## src/blur_pkg.sv

```systemverilog
package blur_pkg;

    // image geometry, kept small for simulation
    localparam int img_width    = 16;
    localparam int img_height   = 8;
    localparam int total_pixels = img_width * img_height;

    // box kernel shape
    localparam int kernel_width = 5;
    localparam int kernel_size  = kernel_width * kernel_width;

    // four full rows plus five pixels, incoming pixel included
    localparam int buf_depth     = 4 * img_width + kernel_width;
    // first in-frame index whose window is completely filled
    localparam int fill_delay    = 4 * img_width + 4;
    // window centre sits two rows and two pixels back from the newest tap
    localparam int centre_offset = 2 * img_width + 2;

    // 5/128 stands in for 1/25
    localparam int blur_scale  = 5;
    localparam int scale_shift = 7;
    // 25 taps of 15 give 375, fits in 9 bits
    localparam int sum_w       = 9;

    // one RGB444 pixel, red in the top nibble
    typedef struct packed {
        logic [3:0] r;
        logic [3:0] g;
        logic [3:0] b;
    } rgb444_t;

    // stream word, seen as a bus value or as colour fields
    typedef union packed {
        logic [11:0] raw;
        rgb444_t     pix;
    } pixel_word_u;

    // tap row*5+col, tap 0 is the newest pixel
    typedef rgb444_t [kernel_size-1:0] window_t;

    // registered output beat
    typedef struct packed {
        rgb444_t pix;
        logic    sop;
        logic    eop;
        logic    valid;
    } out_beat_t;

endpackage

```

## src/box_blur_mac.sv

```systemverilog
`timescale 1ns/1ps

module box_blur_mac (
    input  blur_pkg::window_t window,
    input  blur_pkg::rgb444_t centre,
    input  logic              is_underage,
    output blur_pkg::rgb444_t result
);

    // channel sum over the 25 taps
    typedef logic [blur_pkg::sum_w-1:0] sum_t;
    // sum times the coefficient, three extra bits cover the factor 5
    typedef logic [blur_pkg::sum_w+2:0] prod_t;

    sum_t r_sum;
    sum_t g_sum;
    sum_t b_sum;

    prod_t r_scl;
    prod_t g_scl;
    prod_t b_scl;

    blur_pkg::rgb444_t blurred;

    // plain adder tree, all taps carry the same weight
    always_comb begin
        r_sum = '0;
        g_sum = '0;
        b_sum = '0;
        for (int t = 0; t < blur_pkg::kernel_size; t++) begin
            r_sum = r_sum + sum_t'(window[t].r);
            g_sum = g_sum + sum_t'(window[t].g);
            b_sum = b_sum + sum_t'(window[t].b);
        end
    end

    // multiply by 5 then drop the 7 fractional bits
    // truncation, no rounding
    assign r_scl = (prod_t'(r_sum) * prod_t'(blur_pkg::blur_scale)) >> blur_pkg::scale_shift;
    assign g_scl = (prod_t'(g_sum) * prod_t'(blur_pkg::blur_scale)) >> blur_pkg::scale_shift;
    assign b_scl = (prod_t'(b_sum) * prod_t'(blur_pkg::blur_scale)) >> blur_pkg::scale_shift;

    // worst case is 375*5/128 = 14, one below the nibble limit
    always_comb begin
        assert (r_scl <= prod_t'(15) && g_scl <= prod_t'(15) && b_scl <= prod_t'(15))
            else $error("scaled channel exceeds 4 bits");
    end

    // keep the low nibble of each scaled channel
    assign blurred.r = r_scl[3:0];
    assign blurred.g = g_scl[3:0];
    assign blurred.b = b_scl[3:0];

    // blurred pixel for underage viewers, else the untouched centre
    assign result = is_underage ? blurred : centre;

endmodule

```

## src/dm_blurring_filter.sv

```systemverilog
`timescale 1ns/1ps

module dm_blurring_filter (
    input  logic                  clk,
    input  logic                  arst_n,
    input  logic                  ready_in,
    input  logic                  valid_in,
    input  logic                  startofpacket_in,
    input  logic                  endofpacket_in,
    input  logic                  is_underage,
    input  blur_pkg::pixel_word_u data_in,
    output logic                  ready_out,
    output logic                  valid_out,
    output logic                  startofpacket_out,
    output logic                  endofpacket_out,
    output blur_pkg::pixel_word_u data_out
);

    // handshake strobe shared by buffer and framer
    logic accept;

    blur_pkg::window_t   window;
    blur_pkg::rgb444_t   centre;
    blur_pkg::rgb444_t   result;
    blur_pkg::out_beat_t out_beat;

    // no buffering of our own, backpressure goes straight upstream
    assign ready_out = ready_in;
    assign accept    = valid_in && ready_in;

    // line store and 5x5 taps
    window_shift_buffer u_buffer (
        .clk     (clk),
        .accept  (accept),
        .data_in (data_in),
        .window  (window),
        .centre  (centre)
    );

    // sum, scale and blur/bypass select, purely combinational
    box_blur_mac u_mac (
        .window      (window),
        .centre      (centre),
        .is_underage (is_underage),
        .result      (result)
    );

    // frame position, output register and flags
    stream_framer u_framer (
        .clk              (clk),
        .arst_n           (arst_n),
        .accept           (accept),
        .ready_in         (ready_in),
        .startofpacket_in (startofpacket_in),
        .endofpacket_in   (endofpacket_in),
        .result           (result),
        .out_beat         (out_beat)
    );

    // unpack the output beat onto the stream ports
    assign valid_out         = out_beat.valid;
    assign startofpacket_out = out_beat.sop;
    assign endofpacket_out   = out_beat.eop;
    assign data_out.pix      = out_beat.pix;

endmodule

```

## src/stream_framer.sv

```systemverilog
`timescale 1ns/1ps

module stream_framer (
    input  logic                clk,
    input  logic                arst_n,
    input  logic                accept,
    input  logic                ready_in,
    input  logic                startofpacket_in,
    input  logic                endofpacket_in,
    input  blur_pkg::rgb444_t   result,
    output blur_pkg::out_beat_t out_beat
);

    // index range 0 to fill_delay
    typedef logic [$clog2(blur_pkg::fill_delay + 1)-1:0] idx_t;

    // in-frame index the next non-sop beat will carry, saturates
    idx_t idx_q;
    // a start of frame has been seen since reset
    logic in_frame_q;
    // first output of the frame still to be marked
    logic sop_pend_q;
    // accepted beat with a full window
    logic hit;

    // output beat registers
    blur_pkg::rgb444_t pix_q;
    logic              valid_q;
    logic              sop_q;
    logic              eop_q;

    // a sop beat has index 0 and can never produce output
    // saturation makes equality the same as index >= fill_delay
    assign hit = accept && in_frame_q && !startofpacket_in &&
                 (idx_q == idx_t'(blur_pkg::fill_delay));

    // index counter and frame tracking
    always_ff @(posedge clk or negedge arst_n) begin
        if (!arst_n) begin
            idx_q      <= idx_t'(blur_pkg::fill_delay);
            in_frame_q <= 1'b0;
            sop_pend_q <= 1'b0;
        end else if (accept) begin
            if (startofpacket_in) begin
                // sop beat took index 0
                idx_q      <= idx_t'(1);
                in_frame_q <= 1'b1;
                sop_pend_q <= 1'b1;
            end else begin
                if (idx_q != idx_t'(blur_pkg::fill_delay)) begin
                    idx_q <= idx_q + idx_t'(1);
                end
                // first output of the frame has gone
                if (hit) begin
                    sop_pend_q <= 1'b0;
                end
            end
        end
    end

    // output control, frozen while downstream stalls
    always_ff @(posedge clk or negedge arst_n) begin
        if (!arst_n) begin
            valid_q <= 1'b0;
            sop_q   <= 1'b0;
            eop_q   <= 1'b0;
        end else if (ready_in) begin
            valid_q <= hit;
            sop_q   <= hit && sop_pend_q;
            eop_q   <= hit && endofpacket_in;
        end
    end

    // pixel only loads on a hit, hit already implies ready_in
    always_ff @(posedge clk) begin
        if (hit) begin
            pix_q <= result;
        end
    end

    always_comb begin
        out_beat.pix   = pix_q;
        out_beat.sop   = sop_q;
        out_beat.eop   = eop_q;
        out_beat.valid = valid_q;
    end

    // frame marker only on a valid beat
    a_sop_valid : assert property (@(posedge clk) disable iff (!arst_n)
        out_beat.sop |-> out_beat.valid);

    // stalled beat keeps flags and, once valid, its pixel
    a_stall_hold : assert property (@(posedge clk) disable iff (!arst_n)
        !ready_in |=> $stable({out_beat.valid, out_beat.sop, out_beat.eop}) &&
                      (!out_beat.valid || $stable(out_beat.pix)));

    // a new frame only after the previous one filled the window
    a_frame_len : assert property (@(posedge clk) disable iff (!arst_n)
        accept && startofpacket_in && in_frame_q |->
            idx_q == idx_t'(blur_pkg::fill_delay));

endmodule

```

## src/window_shift_buffer.sv

```systemverilog
`timescale 1ns/1ps

module window_shift_buffer (
    input  logic                  clk,
    input  logic                  accept,
    input  blur_pkg::pixel_word_u data_in,
    output blur_pkg::window_t     window,
    output blur_pkg::rgb444_t     centre
);

    // registered part of the line store
    // entry 0 is the pixel accepted just before the incoming one
    blur_pkg::rgb444_t line_q [blur_pkg::buf_depth-1];

    // line store, shifts once per accepted beat
    always_ff @(posedge clk) begin
        if (accept) begin
            // newest pixel enters at the head
            line_q[0] <= data_in.pix;
            // everything else moves one place further back
            for (int i = 1; i < blur_pkg::buf_depth - 1; i++) begin
                line_q[i] <= line_q[i-1];
            end
        end
    end

    // window taps
    // tap 0 is the incoming word itself, so the window already includes
    // the beat being accepted and the result can be registered on that edge
    for (genvar row = 0; row < blur_pkg::kernel_width; row++) begin : g_row
        for (genvar col = 0; col < blur_pkg::kernel_width; col++) begin : g_col
            if (row == 0 && col == 0) begin : g_head
                // combinational view of the beat on the bus
                assign window[0] = data_in.pix;
            end else begin : g_tap
                // stream position i - (row*16 + col)
                // one less in the register store since data_in is not stored yet
                assign window[row*blur_pkg::kernel_width+col] =
                    line_q[row*blur_pkg::img_width+col-1];
            end
        end
    end

    // centre of the 5x5 window, 34 positions back
    // used on the bypass path
    assign centre = line_q[blur_pkg::centre_offset-1];

endmodule
```

## config.mk

```make
export PLATFORM = sky130hd
export DESIGN_NAME = dm_blurring_filter
export DESIGN_NICKNAME = d
export VERILOG_FILES = /design/src/blur_pkg.sv /design/src/box_blur_mac.sv /design/src/dm_blurring_filter.sv /design/src/stream_framer.sv /design/src/window_shift_buffer.sv
export SDC_FILE = /design/constraint.sdc
export NUM_CORES = 1
export LEC_CHECK = 0
export BUFFER_PORTS_ARGS = -buffer_cell sky130_fd_sc_hd__buf_2
export CORE_MARGIN = 2
export CORE_UTILIZATION = 30
export DETAILED_ROUTE_END_ITERATION = 16
export PLACE_DENSITY = 0.42
export SLEW_MARGIN = 20
export SYNTH_ARGS = -nofsm -noshare
export SYNTH_HDL_FRONTEND = slang
export SYNTH_HIERARCHICAL = 1
export SYNTH_SLANG_ARGS = --single-unit
```

## constraint.sdc

```tcl
create_clock -name clk -period 17.6 [get_ports clk]
set_clock_uncertainty 0.15 [all_clocks]
set_input_delay 0.88 -clock clk [delete_from_list [all_inputs] [get_ports clk]]
set_output_delay 0.88 -clock clk [all_outputs]
set_load 0.03 [all_outputs]
```

# Word-level counts from Yosys, hierarchy flattened
# Memories as Yosys holds them, arrays and structs flattened.
# Index checks and enable logic that the tools add are counted.
# Widths: inputs -> output; s select.
# word_totals
register_bits,24
mem_bits_rw,816
inputBits,19
out_inout_bits,16
wordCells,107
memories,1
# memory_table
name,depth,word_bits,read_ports,rd_ports_with_merged_regs,write_ports,line,source
u_buffer.line_q,68,12,68,0,68,window_shift_buffer.sv:13,blur_pkg::rgb444_t line_q [blur_pkg::buf_depth-1];
# classes
n_addsub,73
multipliers,3
n_eq_ne,2
n_mux,7
n_reduce_logical,12
# ops
cell,count
$add 9x4->9,69
$mul 9x3->11 const B,3
$add 4x4->5,3
$mux 7,2
$mux 12,1
$add 7x1->7 const B,1
$eq 7x7->1 const B,1
$ne 7x7->1 const B,1
$logic_and 1x1->1,6
$reduce_and 2->1,3
$mux 1,4
$reduce_bool 2->1,2
$logic_not 1->1,1

# Depth between registers and ports, before layout
# An unclocked memory read counts as a cell.
# logic_depth
ltp_word,27
depth_mapped,35
mapped_depth_nobuf,34

# By module
# The synthesis kept the hierarchy.
# by_module_without_submodules
mod,n_inst,cells_each,area_each_um2
window_shift_buffer,1,840,24683.7
box_blur_mac,1,915,9392.8
stream_framer,1,75,1046.0
dm_blurring_filter,1,2,13.8

# Worst setup path after synthesis
# No wires, ideal clock.
# synth_path
path_kind,input port to flip-flop
start,input port ready_in
end,"register u_framer.pix_q, in the netlist u_framer/out_beat[10], enable pin"
arrival_time_ns,20.611
setup_slack_ns,-3.479
cell_stages,5
n_path_buf,1
cell_sequence,and2_1 clkbuf_1 nand2_1 or4_4 inv_2
# synth_between
elab_chain_len,4
# synth_lines
element,line,source
"start, declared",dm_blurring_filter.sv:6,"input logic ready_in,"
$logic_and 1x1->1,dm_blurring_filter.sv:29,assign accept = valid_in && ready_in;
$logic_and 1x1->1 (3 in series),stream_framer.sv:34,assign hit = accept && in_frame_q && !startofpacket_in &&
net u_framer.hit,stream_framer.sv:24,logic hit;
"end signal, assigned",stream_framer.sv:77,pix_q <= result;
"end, declared",stream_framer.sv:27,blur_pkg::rgb444_t pix_q;
# The timed path passes the listed nets, and every way through them passes these cells.
# A chain may end at the register's enable or synchronous reset.

==> impl_metrics.yaml <==
critical_path:
  cpMostUsedCell: "fa_1"
  critPathCaptureType: "register"
  worstPathArrival_ps: 8530
  cp-start-kind: "input pin"
  max_stage_delay_ps: 520
  critPathSlowestCell: "fa_1"
  crit_path_max_fanout: 4
  required_ps: 17820
  path_class: "in -> reg"
floorplanning:
  initial_core_util: 0.302
  dieHeight_um: 346
  ios: 35
  die_w_um: 346
  dieArea_um2: 120000
  core_region_area_um2: 116000
  rows: 125
clock_network:
  clkTransAtPathRegs_ps: 60
  insertion_delay_ps: 660
  cts_htree_levels: 3
  postCtsSetupBuffers: 0
  clk_path_buf_depth: 3
  cts_made_buffers: 96
  cts_sinks: 840
  cts_tree: "built"
  cts_root_buf: "clkbuf_16"
route:
  wl_met3_mm: 2.56
  top_layer: "met5"
  met2WireLength_mm: 22.7
  ant_nets: 0
  wl_met1_mm: 26.6
  num_vias: 14100
  drt-vias-per-instance: 3.98
  drt-total-wl_mm: 53.3
  drt_iter0_drc: 934
  first_pass_iters: 5
  drc: 0
  wire_per_inst_um: 15.0
timing:
  fmax_mhz: 120
  finalCriticalPeriod_ps: 8310
  fin_crit_sh: 0.472
  tightest_slew_ps: 993
  max-slew-margin-rel: 0.338
  setup_violations: 0
  fin_tns_setup_ps: 0
  drv_slew: 0
  fin_worst_hold_slack_ps: 260
  rsz0062_at_grt: "false"
  hold_viol: 0
  fin_ws_ps: 9290
flow_run:
  maxCapViolations: 0
global_route:
  grt_overflow: 0
  grt_max_degree: 81
  grt_pass1_vias: 15300
  antenna_found_initial: 4
  grt_pass1_wl_mm: 86.7
  grt_util_all_layers: 0.0919
yosys:
  syn_area_um2: 35100
  syn_nets: 2237
  ys_ff_latch: 840
  syn_avg_cell_area_um2: 19.2
  yosysSeqAreaShare: 0.716
  ys.flop_type: "edfxtp_1"
  synth-warning-count: 6
  yosysUniqueCellTypes: 57
  netlist_instances: 1832
  synth_edf_count: 828
  ys_async_sr_fraction: 0.0143
cells_and_area:
  area_growth_pct: 14.4
  drive_gt1_frac: 0.104
  fin_area_um2: 40200
  final_common_cell: "edfxtp_1"
  fillCellCount: 11000
  final_nets: 2346
  layout_common_cells: "828 x edfxtp_1, 363 x inv_1, 273 x fa_1, 113 x ha_1, 98 x clkbuf_16"
  diodes: 0
status:
  status: "finished clean"
placement:
  gp_congestion: 0.732
  dpl_cell_area_um2: 37100
  pre_cts_ws_ps: 8620
  portBuffers: 34
  hpwl_mm: 34.1
worst_hold_path:
  hp-class: "in -> reg"
==> logic make-up (layout without fill, tap and decap cells) <==
logic type / after synthesis / count (layout) / synth area share
mux: 15 / 15 / 0.00474
xor+xnor: 42 / 42 / 0.0105
fa+ha+maj: 386 / 386 / 0.196
simple gates: 67 / 67 / 0.0105
flops: 840 / 840 / 0.716
buf+inv: 399 / 589 / 0.0458
compound gates: 83 / 83 / 0.0165
==> critical path, delay by kind of cell <==
| kind | cells | cell delay (ps) |
|---|---|---|
| AO/OA/AOI/OAI | 9 | 1610 |
| adder cells (fa/ha/maj) | 13 | 5140 |
| XOR/XNOR | 3 | 460 |
| buffers and inverters | 7 | 420 |
==> cell type report <==
type	instances	area, um2	share of cell area
Sequential cell	840	25200	0.626
Multi-Input combinational cell	593	8360	0.208
Clock buffer	119	2530	0.0630
Tap cell	1524	1910	0.0475
Inverter	364	1370	0.0340
Clock inverter	60	584	0.0145
Timing Repair Buffer	46	263	0.00654
==> per-stage QoR <==
step / instances / utilization
after floorplan: 1832 / -
after global placement: 3366 / 0.319
after detailed placement: 3366 / 0.319
after CTS: 3546 / 0.346
after global routing: 3546 / 0.346
final: 3546 / 0.346
==> synth_stat cells, drive strengths merged (5+ instances only) <==
master / count / share of area
nand3: 6 / 0.00085
xor2: 12 / 0.0030
mux2: 10 / 0.0033
fa: 273 / 0.16
dfrtp: 10 / 0.0071
nand2: 13 / 0.0014
a21o: 20 / 0.0043
nor2b: 5 / 0.00089
inv: 364 / 0.039
mux2i: 5 / 0.0014
buf: 29 / 0.0063
clkbuf: 6 / 0.00064
nor2: 22 / 0.0024
xnor2: 30 / 0.0075
edfxtp: 828 / 0.71
o21ai: 10 / 0.0015
ha: 113 / 0.040
a21oi: 25 / 0.0038
==> sequential cells by signal, indices dropped and copies added, names as in the netlist <==
| name | count |
|---|---|
| u_framer/eop_q | 1 |
| u_framer/in_frame_q | 1 |
| u_framer/out_beat | 12 |
| u_buffer/line_q | 816 |
| u_framer/valid_q | 1 |
| u_framer/sop_q | 1 |
| u_framer/sop_pend_q | 1 |
| u_framer/idx_q | 7 |
==> per-layer routing <==
layer	track usage	vias up
met3	0.0250	101
met1	0.137	7305
met5	0	-
met2	0.127	182
li1	-	6526
met4	0.0348	8
==> path summary, 6_finish.rpt <==
check | from | endpoint | slack (ps) | depth (start not counted)
min in group asynchronous | arst_n | u_framer/eop_q | 470 | 2
max in group asynchronous | arst_n | u_framer/idx_q[2] | 16550 | 2
min reg2reg | u_buffer/line_q[25][3] | u_buffer/line_q[26][3] | 260 | 0
min | data_in[3] | u_buffer/line_q[0][3] | 260 | 1
max | data_in[6] | u_framer/out_beat[10] | 9290 | 32
max reg2reg | u_buffer/line_q[0][6] | u_framer/out_beat[10] | 9290 | 31
==> repair_timing <==
action,CTS,global route
hold endpoints to repair,10,0
endpoints found under the setup margin,0,0
resized for setup,0,0
hold buffers,1,0
Power is not shown: default switching activity piles up to over one toggle a cycle in this logic, so the estimate is an artifact.
